[src/verilog/uart_config.svh]
`ifndef UART_CONFIG_SVH
`define UART_CONFIG_SVH

// ============================================================
// Clock and line rate
// ============================================================

`define UART_CLK_FREQ 125000000  // System clock in Hz.
`define UART_BAUD 115200         // Serial line rate in bits per second.

// Whole clock cycles per serial bit, rounded down.
`define UART_CLKS_PER_BIT (`UART_CLK_FREQ / `UART_BAUD)

// ============================================================
// Identification
// ============================================================

// Returned by a read of address 1.
`define UART_ID_WORD 32'hbeef0023

`endif

[src/verilog/uart_bus_pkg.sv]
`default_nettype none

package uart_bus_pkg;

  // ============================================================
  // Bus request
  // ============================================================

  // One bus cycle, as driven by the processor.
  typedef struct packed {
    logic        select;   // Peripheral is addressed this cycle.
    logic        write;    // High for a write, low for a read.
    logic        address;  // Register index, 0 or 1.
    logic [3:0]  be;       // Byte enables, only be[0] matters here.
    logic [31:0] wdata;    // Write data, byte 0 is the transmit byte.
  } uart_bus_req_t;

  // ============================================================
  // Read data
  // ============================================================

  // Layout of the address 0 read word.
  typedef struct packed {
    logic [15:0] rsvd_hi;     // Reads as zero.
    logic        rx_valid;    // A received byte is waiting or was just read.
    logic        tx_pending;  // A written byte has not yet been handed to the transmitter.
    logic        tx_ready;    // Transmitter is idle.
    logic [4:0]  rsvd_lo;     // Reads as zero.
    logic [7:0]  rx_byte;     // Last received byte.
  } uart_status_t;

  // The same 32-bit word seen raw or as status fields.
  typedef union packed {
    logic [31:0]  raw;
    uart_status_t status;
  } uart_rdata_u;

endpackage

`default_nettype wire

[src/verilog/uart_line_pkg.sv]
`default_nettype none

package uart_line_pkg;

  // ============================================================
  // Serial line data
  // ============================================================

  typedef logic [7:0] uart_byte_t;  // One data byte on the line.

  // Request from the register block to the transmitter.
  typedef struct packed {
    logic       start;  // One-cycle pulse, only while the transmitter is ready.
    uart_byte_t data;   // Byte to send, held from the pulse onward.
  } uart_tx_cmd_t;

  // Report from the receiver to the register block.
  typedef struct packed {
    logic       valid;  // One-cycle pulse per good frame.
    uart_byte_t data;   // Received byte, valid with the pulse.
  } uart_rx_event_t;

endpackage

`default_nettype wire

[src/verilog/uart_regs.sv]
`timescale 1ns/1ps
`default_nettype none

`include "uart_config.svh"

module uart_regs (
  input  wire logic                          clk,
  input  wire logic                          rst_n,
  input  wire uart_bus_pkg::uart_bus_req_t   bus,
  output logic [31:0]                        rdata,
  output uart_line_pkg::uart_tx_cmd_t        tx_cmd,
  input  wire logic                          tx_ready,
  input  wire uart_line_pkg::uart_rx_event_t rx_event
);

  import uart_bus_pkg::*;
  import uart_line_pkg::*;

  // Bit 0 doubles as the rx_valid flag.
  typedef enum logic [1:0] {
    RX_EMPTY = 2'b00,
    RX_NEW   = 2'b01,
    RX_SEEN  = 2'b11
  } rx_state_e;

  uart_byte_t  tx_byte;     // Byte waiting for or being sent by the transmitter.
  logic        tx_pending;  // Write accepted, start not yet issued.
  logic        tx_start;    // Registered start pulse.
  logic        tx_launch;
  uart_byte_t  rx_byte;
  rx_state_e   rx_state;
  logic        bus_rd;
  logic        bus_idle;
  logic        wr_accept;
  logic        rd_status;
  uart_rdata_u rd_word;

  // ============================================================
  // Bus decode
  // ============================================================

  assign bus_rd    = bus.select & ~bus.write;
  assign bus_idle  = ~bus.select & ~bus.write;
  assign rd_status = bus_rd & ~bus.address;
  // Writes while the transmitter is busy are simply lost.
  assign wr_accept = bus.select & bus.write & ~bus.address & bus.be[0] & tx_ready;

  // ============================================================
  // Transmit side
  // ============================================================

  // A waiting byte goes out as soon as the transmitter is idle.
  assign tx_launch = tx_pending & tx_ready;

  always_ff @(posedge clk) begin
    if (wr_accept) tx_byte <= bus.wdata[7:0];
  end

  always_ff @(posedge clk or negedge rst_n) begin
    if (!rst_n) begin
      tx_pending <= 1'b0;
      tx_start   <= 1'b0;
    end else begin
      tx_start <= tx_launch;
      if (tx_launch) begin
        tx_pending <= 1'b0;  // Launch wins over a write in the same cycle.
      end else if (wr_accept) begin
        tx_pending <= 1'b1;
      end
    end
  end

  assign tx_cmd = uart_tx_cmd_t'{start: tx_start, data: tx_byte};

  // ============================================================
  // Receive side
  // ============================================================

  always_ff @(posedge clk) begin
    if (rx_event.valid) rx_byte <= rx_event.data;
  end

  // A new byte always overwrites, read or not.
  always_ff @(posedge clk or negedge rst_n) begin
    if (!rst_n) begin
      rx_state <= RX_EMPTY;
    end else if (rx_event.valid) begin
      rx_state <= RX_NEW;
    end else if (rd_status && rx_state == RX_NEW) begin
      rx_state <= RX_SEEN;
    end else if (bus_idle && rx_state == RX_SEEN) begin
      rx_state <= RX_EMPTY;  // Cleared once software lets go of the bus.
    end
  end

  // ============================================================
  // Read multiplexer
  // ============================================================

  always_comb begin
    rd_word.raw = '0;
    if (bus_rd) begin
      if (bus.address) begin
        rd_word.raw = `UART_ID_WORD;
      end else begin
        rd_word.status.rx_valid   = rx_state[0];
        rd_word.status.tx_pending = tx_pending;
        rd_word.status.tx_ready   = tx_ready;
        rd_word.status.rx_byte    = rx_byte;
      end
    end
  end

  assign rdata = rd_word.raw;

endmodule

`default_nettype wire

[src/verilog/uart_rx.sv]
`timescale 1ns/1ps
`default_nettype none

`include "uart_config.svh"

module uart_rx #(
  parameter int clks_per_bit = `UART_CLKS_PER_BIT
) (
  input  wire logic                   clk,
  input  wire logic                   rst_n,
  input  wire logic                   serial_in,
  output uart_line_pkg::uart_rx_event_t rx_event
);

  import uart_line_pkg::*;

  localparam int CNT_W = (clks_per_bit > 1) ? $clog2(clks_per_bit) : 1;
  localparam logic [CNT_W-1:0] BIT_END  = CNT_W'(clks_per_bit - 1);
  localparam logic [CNT_W-1:0] HALF_END = CNT_W'((clks_per_bit / 2) - 1);

  typedef enum logic [1:0] {
    ST_IDLE,
    ST_START,
    ST_DATA,
    ST_STOP
  } rx_state_e;

  rx_state_e        state;
  logic [1:0]       sync;      // Two-flop synchronizer, oldest in bit 1.
  logic             line;      // Synchronized serial input.
  logic             line_d;    // Line one cycle earlier, for edge detection.
  logic [CNT_W-1:0] baud_cnt;
  logic [2:0]       bit_cnt;   // Data bit index.
  uart_byte_t       data_sr;   // Assembled byte, LSB arrives first.
  logic             valid_q;

  assign line = sync[1];

  // ============================================================
  // Input synchronizer
  // ============================================================

  always_ff @(posedge clk or negedge rst_n) begin
    if (!rst_n) begin
      sync   <= 2'b11;  // Treat the line as idle out of reset.
      line_d <= 1'b1;
    end else begin
      sync   <= {sync[0], serial_in};
      line_d <= line;
    end
  end

  // ============================================================
  // Frame FSM
  // ============================================================

  always_ff @(posedge clk or negedge rst_n) begin
    if (!rst_n) begin
      state    <= ST_IDLE;
      baud_cnt <= '0;
      bit_cnt  <= '0;
      valid_q  <= 1'b0;
    end else begin
      valid_q <= 1'b0;
      case (state)
        ST_IDLE: begin
          baud_cnt <= '0;
          if (line_d && !line) state <= ST_START;  // Falling edge opens a frame.
        end
        ST_START: begin
          if (baud_cnt == HALF_END) begin
            baud_cnt <= '0;
            bit_cnt  <= '0;
            // A line back high at mid start bit was only a glitch.
            state    <= line ? ST_IDLE : ST_DATA;
          end else begin
            baud_cnt <= baud_cnt + 1'b1;
          end
        end
        ST_DATA: begin
          if (baud_cnt == BIT_END) begin
            baud_cnt <= '0;
            bit_cnt  <= bit_cnt + 3'd1;
            if (bit_cnt == 3'd7) state <= ST_STOP;
          end else begin
            baud_cnt <= baud_cnt + 1'b1;
          end
        end
        ST_STOP: begin
          if (baud_cnt == BIT_END) begin
            baud_cnt <= '0;
            valid_q  <= line;  // A low stop bit drops the frame.
            state    <= ST_IDLE;
          end else begin
            baud_cnt <= baud_cnt + 1'b1;
          end
        end
        default: state <= ST_IDLE;
      endcase
    end
  end

  // Sample each data bit at its center.
  always_ff @(posedge clk) begin
    if (state == ST_DATA && baud_cnt == BIT_END) data_sr <= {line, data_sr[7:1]};
  end

  assign rx_event = uart_rx_event_t'{valid: valid_q, data: data_sr};

endmodule

`default_nettype wire

[src/verilog/uart_top.sv]
`timescale 1ns/1ps
`default_nettype none

`include "uart_config.svh"

module uart_top #(
  parameter int clks_per_bit = `UART_CLKS_PER_BIT
) (
  input  wire logic                        clk,
  input  wire logic                        rst_n,
  input  wire uart_bus_pkg::uart_bus_req_t bus,
  output logic [31:0]                      rdata,
  input  wire logic                        rx,
  output logic                             tx
);

  import uart_line_pkg::*;

  uart_tx_cmd_t   tx_cmd;
  logic           tx_ready;
  uart_rx_event_t rx_event;

  // ============================================================
  // Register block
  // ============================================================

  uart_regs u_regs (
    .clk      (clk),
    .rst_n    (rst_n),
    .bus      (bus),
    .rdata    (rdata),
    .tx_cmd   (tx_cmd),
    .tx_ready (tx_ready),
    .rx_event (rx_event)
  );

  // ============================================================
  // Serial line
  // ============================================================

  uart_tx #(.clks_per_bit(clks_per_bit)) u_tx (
    .clk        (clk),
    .rst_n      (rst_n),
    .cmd        (tx_cmd),
    .ready      (tx_ready),
    .serial_out (tx)
  );

  uart_rx #(.clks_per_bit(clks_per_bit)) u_rx (
    .clk       (clk),
    .rst_n     (rst_n),
    .serial_in (rx),
    .rx_event  (rx_event)
  );

endmodule

`default_nettype wire

[src/verilog/uart_tx.sv]
`timescale 1ns/1ps
`default_nettype none

`include "uart_config.svh"

module uart_tx #(
  parameter int clks_per_bit = `UART_CLKS_PER_BIT
) (
  input  wire logic                        clk,
  input  wire logic                        rst_n,
  input  wire uart_line_pkg::uart_tx_cmd_t cmd,
  output logic                             ready,
  output logic                             serial_out
);

  localparam int CNT_W = (clks_per_bit > 1) ? $clog2(clks_per_bit) : 1;
  localparam logic [CNT_W-1:0] BIT_END = CNT_W'(clks_per_bit - 1);
  localparam logic [3:0] LAST_BIT = 4'd9;  // Index of the stop bit.

  logic             busy;      // A frame is on the line.
  logic [CNT_W-1:0] baud_cnt;  // Clock cycles into the current bit.
  logic [3:0]       bit_cnt;   // 0 is the start bit, 9 is the stop bit.
  logic [8:0]       shift;     // Data bits still to go, stop bit on top.
  logic             bit_done;

  assign ready    = ~busy;
  assign bit_done = (baud_cnt == BIT_END);

  // ============================================================
  // Frame sequencing
  // ============================================================

  always_ff @(posedge clk or negedge rst_n) begin
    if (!rst_n) begin
      busy       <= 1'b0;
      baud_cnt   <= '0;
      bit_cnt    <= '0;
      serial_out <= 1'b1;  // Line idles high.
    end else if (!busy) begin
      if (cmd.start) begin
        busy       <= 1'b1;
        baud_cnt   <= '0;
        bit_cnt    <= '0;
        serial_out <= 1'b0;  // Start bit goes out right away.
      end
    end else if (bit_done) begin
      baud_cnt <= '0;
      if (bit_cnt == LAST_BIT) begin
        busy <= 1'b0;  // Stop bit is complete.
      end else begin
        bit_cnt    <= bit_cnt + 4'd1;
        serial_out <= shift[0];
      end
    end else begin
      baud_cnt <= baud_cnt + 1'b1;
    end
  end

  // ============================================================
  // Shift register
  // ============================================================

  // Loaded with the byte and a trailing stop bit, drained LSB first.
  always_ff @(posedge clk) begin
    if (!busy && cmd.start) begin
      shift <= {1'b1, cmd.data};
    end else if (busy && bit_done && bit_cnt != LAST_BIT) begin
      shift <= {1'b1, shift[8:1]};
    end
  end

endmodule

`default_nettype wire
[config.mk]
export PLATFORM = sky130hd
export DESIGN_NAME = uart_top
export DESIGN_NICKNAME = d
export VERILOG_FILES = /design/src/verilog/uart_bus_pkg.sv /design/src/verilog/uart_line_pkg.sv /design/src/verilog/uart_regs.sv /design/src/verilog/uart_rx.sv /design/src/verilog/uart_top.sv /design/src/verilog/uart_tx.sv
export VERILOG_INCLUDE_DIRS = /design/src /design/src/verilog
export SDC_FILE = /design/constraint.sdc
export NUM_CORES = 1
export LEC_CHECK = 0
export BUFFER_PORTS_ARGS = -buffer_cell sky130_fd_sc_hd__clkbuf_2
export CORE_MARGIN = 4
export CORE_UTILIZATION = 58
export DETAILED_ROUTE_END_ITERATION = 8
export GPL_TIMING_DRIVEN = 0
export MAX_ROUTING_LAYER = met4
export PLACE_DENSITY = 0.84
export SYNTH_ARGS = -nofsm -noshare
export SYNTH_HDL_FRONTEND = slang
export SYNTH_HIERARCHICAL = 1
export SYNTH_SLANG_ARGS = --single-unit
[constraint.sdc]
create_clock -name clk -period 4.92 [get_ports clk]
set_input_delay 0.246 -clock clk [delete_from_list [all_inputs] [get_ports clk]]
set_output_delay 0.246 -clock clk [all_outputs]
set_load 0.05 [all_outputs]
* Word-level counts from Yosys, hierarchy flattened
Cells that the tools add are included.
** Storage, ports and cells
- Logic and storage cells :: 111
- Bits of input ports :: 42
- Output and inout bits :: 33
- Flip-flop bits (word level) :: 73
** Cells by class
- Mux-type cells :: 41
- Add/subtract/negate cells :: 4
- Reduce and logical (&&, ||, !) cells :: 19
- Bitwise operators :: 12
- Equality and inequality tests :: 18
** Operator list (count)
- $mux 11 :: 5
- $pmux 11 s3 :: 1
- $mux 32 :: 1
- $mux 8 :: 3
- $add 11x1->11 const B :: 2
- $eq 11x11->1 const B :: 2
- $mux 2 :: 9
- $mux 16 :: 1
- $mux 4 :: 4
- $mux 1 :: 12
- $eq 11x10->1 const B :: 1
- $ne 2x1->1 const B :: 5
- $mux 3 :: 3
- $and 1x1->1 :: 8
- $pmux 2 s4 :: 1
- $reduce_bool 2->1 :: 4
- $logic_and 1x1->1 :: 7
- $eq 2x2->1 const B :: 3
- $pmux 3 s2 :: 1
- $reduce_and 3->1 :: 2
- $reduce_and 5->1 :: 1
- $add 4x1->4 const B :: 1
- $eq 2x1->1 const B :: 2
- $eq 4x4->1 const B :: 1
- other kinds (9) :: 14

* Depth between registers and ports, before layout
Gate-level depths: netlist of run 1.
- Depth after elaboration :: 6
- Depth in mapped cells :: 7
- Mapped depth without buffers :: 6

* Hierarchy
The synthesis of run 1 kept the hierarchy.
** By module, submodules not included
- uart_tx :: times used 1, cells each 126, area each 1317.5 µm², seq. area each 666.9 µm²
- uart_rx :: times used 1, cells each 98, area each 1238.7 µm², seq. area each 744.5 µm²
- uart_regs :: times used 1, cells each 72, area each 929.6 µm², seq. area each 580.6 µm²

* Worst setup path after synthesis of run 1
No wires, ideal clock.
- Path type :: in2out
- From :: input bus[37] (netlist bit)
- To :: output rdata[17]
- Path buffers :: 1
- Path slack :: 2867 ps
- Data arrival time :: 1807 ps
- Cell stages on the path :: 3
- Data required time :: 4674 ps
- Path through :: nand2b_1 > nor2_1 > buf_4
** Between the ends
- Longest elaborated chain between the ends :: 3
** Ends and longest elaborated chain
- start, declared :: line uart_top.sv:11 : input wire uart_bus_pkg::uart_bus_req_t bus,
- $not 1->1 :: line uart_regs.sv:42 : assign bus_rd = bus.select & ~bus.write;
- $and 1x1->1 :: line uart_regs.sv:42
- $mux 32 :: line uart_regs.sv:102 : if (bus_rd) begin
- end, declared :: line uart_top.sv:12 : output logic [31:0] rdata,
Every way passes these cells.

* Worst setup path after layout of run 1
- From :: register u_tx.baud_cnt[0]
- To :: register u_tx.shift[7] (enable)
** Between the ends
- Longest elaborated chain between the ends :: 4
** Ends and longest elaborated chain
- start, declared :: line uart_tx.sv:21 : logic [CNT_W-1:0] baud_cnt;
- start signal, assigned :: line uart_tx.sv:55 : baud_cnt <= baud_cnt + 1'b1;
- $eq 11x11->1 :: line uart_tx.sv:27 : assign bit_done = (baud_cnt == BIT_END);
- $logic_and 1x1->1 (2 in series) :: line uart_tx.sv:67 : end else if (busy && bit_done && bit_cnt != LAST_BIT) begin
- $reduce_bool 2->1 (no line)
- end signal, assigned :: line uart_tx.sv:66 : shift <= {1'b1, cmd.data};
- end signal, assigned :: line uart_tx.sv:68 : shift <= {1'b1, shift[8:1]};
- end, declared :: line uart_tx.sv:23 : logic [8:0] shift;
Every way passes these cells.
A chain may end at the register's enable or synchronous reset.

==> flow_metrics.env, run 1 <==
export IMPL_power_density_nw_per_um2=315
export IMPL_drc_errors=0
export IMPL_nNetsFinal=404
export IMPL_cts_tree="built"
export IMPL_finalCriticalPeriod_ns=2.01
export IMPL_cp_data_arrival_time_ns=2.05
export IMPL_cts_setup_buffers=0
export IMPL_drive_above_1_share_pct=29.9
export IMPL_yosysTopAreaCellShare_pct=27.6
export IMPL_fin_cells=430
export IMPL_ys_seq_elements=73
export IMPL_rows=27
export IMPL_ant_nets=0
export IMPL_synth_async_reset_ratio_pct=56.2
export IMPL_cp_required_ns=4.96
export IMPL_htree_levels=3
export IMPL_endpoint_kind="register"
export IMPL_cap_violations=0
export IMPL_synthAdderAreaFrac_pct=3.23
export IMPL_antenna_found_initial=0
export IMPL_vias=2336
export IMPL_clockPowerShare_pct=31.3
export IMPL_power_leakage_uw=0.00177
export IMPL_p_seq_share_pct=55.9
export IMPL_synth_area_mux_share_pct=2.69
export IMPL_firstDrtPassIters=4
export IMPL_die_w_um=85.5
export IMPL_synth_compound_area_share_pct=7.86
export IMPL_cp_start_kind="register"
export IMPL_grt_overflow_total=0
export IMPL_dp_hpwl_um=4440
export IMPL_final_cell_mix="clkbuf_2, dfrtp_1, edfxtp_1"
export IMPL_cts_root_buf="clkbuf_8"
export IMPL_dieArea_um2=7310
export IMPL_synth_seq_area_share_pct=57.1
export IMPL_hold_viol=0
export IMPL_p_int_uw=908
export IMPL_cp_max_fo=12
export IMPL_cts_buffers=9
export IMPL_wl_per_cell_um=14.1
export IMPL_grt_pass1_vias=2281
export IMPL_fin_crit_sh_pct=40.8
export IMPL_worstMarginPinSlew_ns=1.01
export IMPL_ir_drop_uv=240
export IMPL_syn2layout_area_growth_pct=13.8
export IMPL_setup_tns_ns=0
export IMPL_synth_top_family_by_area="simple AND/OR/NAND/NOR gates"
export IMPL_grt_pass1_wl_um=10300
export IMPL_avgSynthCellArea_um2=11.8
export IMPL_track_usage_pct=18.2
export IMPL_ys_types=58
export IMPL_clk_pin_slew_worst_paths_ns=0.08
export IMPL_vias_per_cell=5.43
export IMPL_max_slew_margin_pct=33.0
export IMPL_insertion_delay_ns=0.34
export IMPL_synthCells=296
export IMPL_finalWirelength_um=6060
export IMPL_switching_power_uw=341
export IMPL_fin_skew_ns=0.00937
export IMPL_start_util_pct=61.4
export IMPL_combPwrFrac_pct=12.8
export IMPL_outcome="finished, final reports clean"
export IMPL_swShare_pct=27.3
export IMPL_port_buffers=38
export IMPL_coreArea_um2=5680
export IMPL_cts_hold_buf=1
export IMPL_synth_largest_area_cell="edfxtp_1"
export IMPL_max_freq_mhz=498
export IMPL_clock_sinks=73
export IMPL_yosys_area_share_simple_pct=18.4
export IMPL_place_gp_congestion=0.860
export IMPL_synth_edf_count=32
export IMPL_syn_cell_area_um2=3490
export IMPL_report_final_slew_viol_count=0
export IMPL_synth_main_ff_cell="dfrtp_1"
export IMPL_dpl_cell_count=413
export IMPL_place_area_um2=3790
export IMPL_yosysWarnings=6
export IMPL_final_common_cell="clkbuf_2"
export IMPL_stdcell_area_um2=3970
export IMPL_grt_max_degree=42
export IMPL_synth_xor_xnor_area_share_pct=2.51
export IMPL_fp_dieH_um=85.5
export IMPL_hold_class="in -> async"
export IMPL_pin_count=75
export IMPL_criticalPathCategory="reg -> reg"
export IMPL_yosys_top_cells_area="edfxtp_1, dfrtp_1, buf_4, ha_1, dfstp_2"
export IMPL_drt_iter0_drc=102
export IMPL_setup_viol=0
export IMPL_rsz0062_at_grt="no"
export IMPL_clockBufferDepth=2
export IMPL_n_antenna_cell=0
export IMPL_cts_resized=0
[sequential cells by signal, summed over array words and instances (netlist names), named ones only]
name,flops
u_rx/baud_cnt,11
u_tx/baud_cnt,11
u_regs/rx_byte,8
u_regs/tx_byte,8
u_rx/data_sr,8
u_tx/shift,8
u_tx/bit_cnt,4
u_rx/bit_cnt,3
u_regs/rx_state,2
u_rx/sync,2
u_regs/tx_pending,1
u_regs/tx_start,1
u_rx/line_d,1
u_rx/state,1
u_rx/valid_q,1
u_tx/busy,1
u_tx/serial_out,1
[critical path, cell delays in order, from the launching register on]
cell     delay [ns]
dfrtp_1        0.46
inv_1          0.09
ha_1           0.14
nor3b_1        0.43
and3_1         0.26
buf_6          0.13
a21o_4         0.20
[worst paths after layout]
kind	start	end	slack [ns]	depth (start not counted)
min	rst_n	u_tx/baud_cnt[0]$_DFFE_PN0P_	0.06	1
min reg2reg	u_rx/sync[0]$_DFF_PN1_	u_rx/sync[1]$_DFF_PN1_	0.36	0
max reg2reg	u_tx/baud_cnt[0]$_DFFE_PN0P_	u_tx/shift[7]$_SDFFCE_PN1P_	2.91	6
max in group asynchronous	rst_n	u_rx/baud_cnt[0]$_DFF_PN0_	4.22	1
max	u_tx/baud_cnt[0]$_DFFE_PN0P_	u_tx/shift[7]$_SDFFCE_PN1P_	2.91	6
min in group clk	bus[1]	u_regs/tx_byte[1]$_DFFE_PP_	0.08	1
[layout make-up]
cell class,count,area (um2)
plain buffers,29,215
clock buffers,11,131
clock inverters,5,33.8
fillers,428,1710
inverters,17,63.8
multi-input cells,184,1240
flip-flops and latches,73,1990
well taps,72,90.1
repair buffers,39,200
[power by group through the flow]
stage	sequential (uW)	combinational [uW]	clock, uW
global route	703	176	436
detailed placement	711	160	0
global placement	709	153	0
floorplan	704	124	0
finish	698	160	391
CTS	698	162	406
[synth_stat cells (all sizes together), types with 4 or more instances]
cell type  number
nor2           25
edfxtp         32
inv            16
or3             4
ha              9
o21ai           8
dfrtp          37
a22o            4
nor3            5
nand3          15
dfstp           4
nor2b           6
a21o            4
and3            6
xor2            4
mux2            8
buf            26
nand2          17
and2           10
nand4          10
xnor2           6
[logic make-up (layout without fill, tap and decap cells)]
kind of cell             count (synthesis)  after routing
buffers and inverters                   46            101
AND/OR/NAND/NOR                        113            113
AO/OA/AOI/OAI                           36             36
adder cells (fa/ha/maj)                  9              9
XOR/XNOR                                10             10
multiplexers                             8              8
flip-flops                              73             73
other                                    1              8
[stage by stage]
stage               setup slack (ns)  total power, uW  utilization [%]  hold WS, ns
floorplan                       2.87              828                -      -0.0496
global placement                2.96              862             66.8        0.334
detailed placement              2.93              871             66.8        0.335
CTS                             2.92             1270             69.9       0.0633
global route                    2.74             1320             69.9       0.0589
finish                          2.91             1250             69.9       0.0648
[layer usage]
layer	up-vias	track usage [%]	routed length (um)
met2	56	30.6	3270
met4	0	6.47	85
met1	1132	21.1	2480
met3	10	4.71	229
li1	1138	-	-
met5	-	-	0
Power figures use the tool's default switching activity.
==> inputs of run 2 (changes only) <==
Settings changed: CORE_UTILIZATION 58 to 54, PLACE_DENSITY 0.84 to 0.79.
Clock period 4.92 ns to 1.9 ns, I/O delays scaled along.
==> run 2 against run 1 <==
  * Die area is 6.7% higher
  * Sequential share of layout area is 2.3 points lower
  * Combinational power grew to 2.6 times the previous value
  * Non-clock buffer count is 10 higher
  * Worst hold slack worse by 0.032 ns
  * Clock-buffer cell count is 1 lower
  * Design area is 5.0% higher
  * Clock power grew to 3.7 times the previous value
  * Routed wire length is 2.4% higher
==> flow_metrics.env, run 2 (same netlist as run 1, synthesis figures left out) <==
export IMPL_crit_chain="ha_1 -> inv_1 -> or4_4 -> a31o_1 -> a21o_1"
export IMPL_finalCriticalPeriod_ns=1.80
export IMPL_cap_violations=0
export IMPL_endpoint_kind="register"
export IMPL_power_leakage_uw=0.00185
export IMPL_cp_max_fo=7
export IMPL_dieArea_um2=7800
export IMPL_htree_levels=3
export IMPL_vias=2307
export IMPL_place_gp_congestion=0.886
export IMPL_grt_pass1_wl_um=10700
export IMPL_report_final_slew_viol_count=0
export IMPL_hold_slack_ns=0.0327
export IMPL_max_freq_mhz=556
export IMPL_port_buffers=38
export IMPL_final_cell_mix="clkbuf_2, dfrtp_1, edfxtp_1"
export IMPL_die_w_um=88.3
export IMPL_coreArea_um2=6310
export IMPL_max_stage_delay_ns=0.54
export IMPL_wl_per_cell_um=13.9
export IMPL_rows=29
export IMPL_fin_cells=445
export IMPL_cp_required_ns=2.13
export IMPL_drt_iter0_drc=83
export IMPL_cts_buffers=9
export IMPL_fin_skew_ns=0.00603
export IMPL_rsz0062_at_grt="no"
export IMPL_hold_viol=0
export IMPL_cp_data_arrival_time_ns=2.03
export IMPL_grt_max_degree=42
export IMPL_start_util_pct=55.2
export IMPL_clockBufferDepth=2
export IMPL_fin_crit_sh_pct=94.6
export IMPL_cts_root_buf="clkbuf_8"
export IMPL_slowest_stage="or4_4"
export IMPL_outcome="finished, final reports clean"
export IMPL_grt_pass1_vias=2283
export IMPL_setup_viol=0
export IMPL_dpl_cell_count=418
export IMPL_cts_tree="built"
export IMPL_n_antenna_cell=0
export IMPL_ir_drop_uv=845
export IMPL_criticalPathCategory="reg -> reg"
export IMPL_clock_sinks=73
export IMPL_final_util_pct=66.0
export IMPL_power_density_nw_per_um2=886
export IMPL_clk_pin_slew_worst_paths_ns=0.08
export IMPL_ant_nets=0
export IMPL_antenna_found_initial=0
export IMPL_pin_count=75
export IMPL_drive_above_1_share_pct=30.2
export IMPL_track_usage_pct=18.7
export IMPL_power_uw=3690
export IMPL_final_common_cell="clkbuf_2"
export IMPL_syn2layout_area_growth_pct=19.5
export IMPL_largestRegisters="u_rx/baud_cnt x11, u_tx/baud_cnt x11"
export IMPL_cp_start_kind="register"
export IMPL_nNetsFinal=414
export IMPL_insertion_delay_ns=0.34
export IMPL_dp_hpwl_um=4150
export IMPL_vias_per_cell=5.18
export IMPL_drc_errors=0
export IMPL_hold_class="in -> reg"
export IMPL_max_slew_margin_pct=33.7
export IMPL_grt_overflow_total=0
export IMPL_fp_dieH_um=88.3
export IMPL_worstMarginPinSlew_ns=0.995
export IMPL_finalWirelength_um=6200
export IMPL_firstDrtPassIters=4
-- run 2: changes by cell type in the layout (fill, tap and decap cells not counted), sizes merged --
| cell | before | now |
|---|---|---|
| inv | 16 | 17 |
| dlygate4sd3 | 1 | 11 |
| clkinvlp | 2 | 1 |
| clkbuf | 52 | 51 |
| clkinv | 4 | 2 |
| bufinv | 0 | 3 |
-- run 2: repair_timing --
| item | CTS | global route |
|---|---|---|
| endpoints found under the setup margin | 11 | 11 |
| buffers inserted | 0 | 0 |
| hold endpoints to repair | 47 | 0 |
| hold buffers | 11 | 0 |
| resized for setup | 1 | 3 |
-- run 2: final cells by class --
type / count / area, um2
repair buffers: 49 / 300
inverters: 17 / 63.8
fillers: 497 / 2150
plain buffers: 29 / 215
well taps: 77 / 96.3
multi-input cells: 184 / 1250
clock buffers: 10 / 128
flip-flops and latches: 73 / 1990
clock inverters: 6 / 115
-- run 2: metal layers --
layer	vias to the layer above	wire length [um]	track usage, %
met1	1112	2730	22.9
met4	0	41	6.32
met2	40	3160	30.2
li1	1151	-	-
met3	4	266	5.21
met5	-	0	-
-- run 2: path summary, 6_finish.rpt --
check,startpoint,endpoint,slack (ns),cells after the start
max,u_tx/baud_cnt[0]$_DFFE_PN0P_,u_tx/baud_cnt[10]$_DFFE_PN0P_,0.10,5
min,bus[32],u_regs/tx_pending$_DFFE_PN0P_,0.03,3
min in group asynchronous,rst_n,u_tx/baud_cnt[0]$_DFFE_PN0P_,0.44,2
min reg2reg,u_rx/sync[0]$_DFF_PN1_,u_rx/sync[1]$_DFF_PN1_,0.36,0
max in group asynchronous,rst_n,u_tx/baud_cnt[1]$_DFFE_PN0P_,0.80,2
max reg2reg,u_tx/baud_cnt[0]$_DFFE_PN0P_,u_tx/baud_cnt[10]$_DFFE_PN0P_,0.10,5
-- run 2: stage by stage --
stage	setup slack, ns	TNS, ns	area [um2]
6_report	0.103	0	4170
4_1_cts	0.0330	0	4160
5_1_grt	0.0237	0	4170
3_5_place_dp	-0.0909	-0.848	3800
3_3_place_gp	-0.0622	-0.505	3800
2_1_floorplan	0.131	0	3510
-- run 2: where the power goes --
part	total, uW	leakage [uW]	switching (uW)	internal (uW)
clock network	1460	0.000117	578	879
registers	1810	0.000792	95.1	1720
logic	423	0.000942	249	173
-- run 2: worst max-delay path, delay by kind of cell (launching register included) --
kind	cells	cell delay (ns)
buffers and inverters	1	0.09
AND/OR/NAND/NOR	1	0.54
AO/OA/AOI/OAI	2	0.42
adder cells (fa/ha/maj)	1	0.22
flip-flops	1	0.42
==> inputs of run 3 (changes only) <==
Settings changed: CORE_UTILIZATION 54 to 50, PLACE_DENSITY 0.79 to 0.74.
==> run 3 against run 2 <==
  * Sequential share of layout area is 0.36 points higher
  * First-iteration DRC count grew 18%
  * Routed wire length shrank 0.61%
  * Final cell count up 4.3%
  * Register-to-register slack lost 0.02 ns
  * Via count shrank 1.1%
  * Die area up 7.3%
  * Combinational power about the same
  * Fmax is 1.3% lower
  * Clock-buffer cell count down 1
  * Clock power is 27% lower
  * Highest routed layer unchanged
==> flow_metrics.env, run 3 (same netlist as run 1, synthesis figures left out) <==
export IMPL_drc_errors=0
export IMPL_drt_iter0_drc=98
export IMPL_finalWirelength_um=6170
export IMPL_start_util_pct=51.3
export IMPL_port_buffers=38
export IMPL_grt_pass1_vias=2292
export IMPL_rows=30
export IMPL_crit_chain="clkinv_1 -> nand4_1 -> nor2_1"
export IMPL_finalCriticalPeriod_ns=1.82
export IMPL_largestRegisters="u_rx/baud_cnt x11, u_tx/baud_cnt x11"
export IMPL_cp_max_fo=11
export IMPL_clk_pin_slew_worst_paths_ns=0.08
export IMPL_cts_setup_buffers=0
export IMPL_fin_crit_sh_pct=95.8
export IMPL_outcome="finished, final reports clean"
export IMPL_hold_class="in -> reg"
export IMPL_max_stage_delay_ns=0.64
export IMPL_pre_cts_ws_ns=-0.0987
export IMPL_cts_root_buf="clkbuf_8"
export IMPL_cp_required_ns=1.86
export IMPL_drive_above_1_share_pct=30.4
export IMPL_pin_count=75
export IMPL_worstMarginPinSlew_ns=1.00
export IMPL_clockBufferDepth=2
export IMPL_max_freq_mhz=549
export IMPL_endpoint_kind="register"
export IMPL_insertion_delay_ns=0.34
export IMPL_layout_setup_ws_ns=0.0795
export IMPL_hold_viol=0
export IMPL_vias_per_cell=4.92
export IMPL_met3_wirelength_um=191
export IMPL_rrSetupSlack_ns=0.08
export IMPL_top_layer_used="met4"
export IMPL_cp_start_kind="register"
export IMPL_place_gp_congestion=0.820
export IMPL_antenna_found_initial=0
export IMPL_report_final_slew_viol_count=0
export IMPL_dp_hpwl_um=4310
export IMPL_final_util_pct=60.8
export IMPL_syn2layout_area_growth_pct=18.5
export IMPL_die_w_um=91.5
export IMPL_grt_pass1_wl_um=10600
export IMPL_wl_met1_um=2740
export IMPL_power_leakage_uw=0.00182
export IMPL_firstDrtPassIters=4
export IMPL_criticalPathCategory="reg -> reg"
export IMPL_clock_sinks=73
export IMPL_cts_buffers=9
export IMPL_grt_max_degree=42
export IMPL_setup_viol=0
export IMPL_cts_tree="built"
export IMPL_power_uw=3310
export IMPL_fin_skew_ns=0.00828
export IMPL_fillers=553
export IMPL_dieArea_um2=8370
export IMPL_track_usage_pct=16.2
export IMPL_max_slew_margin_pct=33.2
export IMPL_vias=2281
export IMPL_coreArea_um2=6790
export IMPL_cp_data_arrival_time_ns=1.79
export IMPL_n_antenna_cell=0
export IMPL_wl_per_cell_um=13.3
export IMPL_cap_violations=0
export IMPL_place_area_um2=3820
export IMPL_final_cell_mix="clkbuf_2, dfrtp_1, edfxtp_1"
export IMPL_rsz0062_at_grt="yes"
export IMPL_ir_drop_uv=643
export IMPL_nNetsFinal=414
export IMPL_power_density_nw_per_um2=800
export IMPL_htree_levels=3
export IMPL_slowest_stage="nor2_1"
export IMPL_routed_wl_met2_um=3180
export IMPL_ant_nets=0
export IMPL_grt_overflow_total=0
export IMPL_fp_dieH_um=91.5
export IMPL_final_common_cell="clkbuf_2"
export IMPL_stdcell_area_um2=4130
==> run 3: cell count changes in the layout (fill, tap and decap cells not counted), sizes merged <==
cell,change
bufinv,-3
clkinv,+2
clkbuf,-1
clkinvlp,+1
inv,+1
==> run 3: layout make-up <==
| class | instances | area, um2 | share of cell area, % |
|---|---|---|---|
| plain buffers | 29 | 215 | 5.21 |
| flip-flops and latches | 73 | 1990 | 48.2 |
| multi-input cells | 184 | 1260 | 30.5 |
| well taps | 96 | 120 | 2.91 |
| repair buffers | 49 | 300 | 7.27 |
| clock inverters | 7 | 53.8 | 1.30 |
| inverters | 17 | 63.8 | 1.54 |
| clock buffers | 9 | 124 | 3.00 |
==> run 3: worst paths after layout <==
kind / startpoint / to / cells after the start
worst max-delay path: u_tx/busy$_DFF_PN0_ / u_regs/tx_byte[4]$_DFFE_PP_ / 3
max in group asynchronous: rst_n / u_tx/baud_cnt[0]$_DFFE_PN0P_ / 2
worst max register to register: u_tx/busy$_DFF_PN0_ / u_regs/tx_byte[4]$_DFFE_PP_ / 3
worst min-delay path: bus[32] / u_regs/tx_pending$_DFFE_PN0P_ / 3
min in group asynchronous: rst_n / u_tx/bit_cnt[0]$_DFFE_PN0P_ / 2
worst min register to register: u_rx/sync[0]$_DFF_PN1_ / u_rx/sync[1]$_DFF_PN1_ / 0
==> run 3: report_power, final <==
group	total [uW]	switching, uW	internal (uW)
registers	1810	95.2	1720
clock network	1070	589	482
logic	424	250	174
total	3310	934	2370
==> run 3: repair_timing <==
| action | CTS | global route |
|---|---|---|
| hold endpoints to repair | 47 | 0 |
| hold buffers | 11 | 0 |
| resized for setup | 1 | 4 |
| setup endpoints to repair | 11 | 12 |
==> run 3: through the flow <==
stage	hold WS [ns]	setup TNS (ns)	cells
2_1_floorplan	-0.201	0	303
3_3_place_gp	0.184	-0.427	437
3_5_place_dp	0.184	-0.905	437
4_1_cts	0.0486	0	464
5_1_grt	0.0710	-0.101	464
6_report	0.0671	0	464
==> run 3: per-layer routing <==
layer,GRT usage (%),up-vias
met1,20.0,1094
met4,5.40,0
met3,3.81,7
met5,-,-
li1,-,1152
met2,26.4,28
==> run 3: critical path, delay by kind of cell (launching register included) <==
family | cells | cell delay (ns)
flops | 1 | 0.44
buf+inv | 1 | 0.22
simple gates | 2 | 0.79
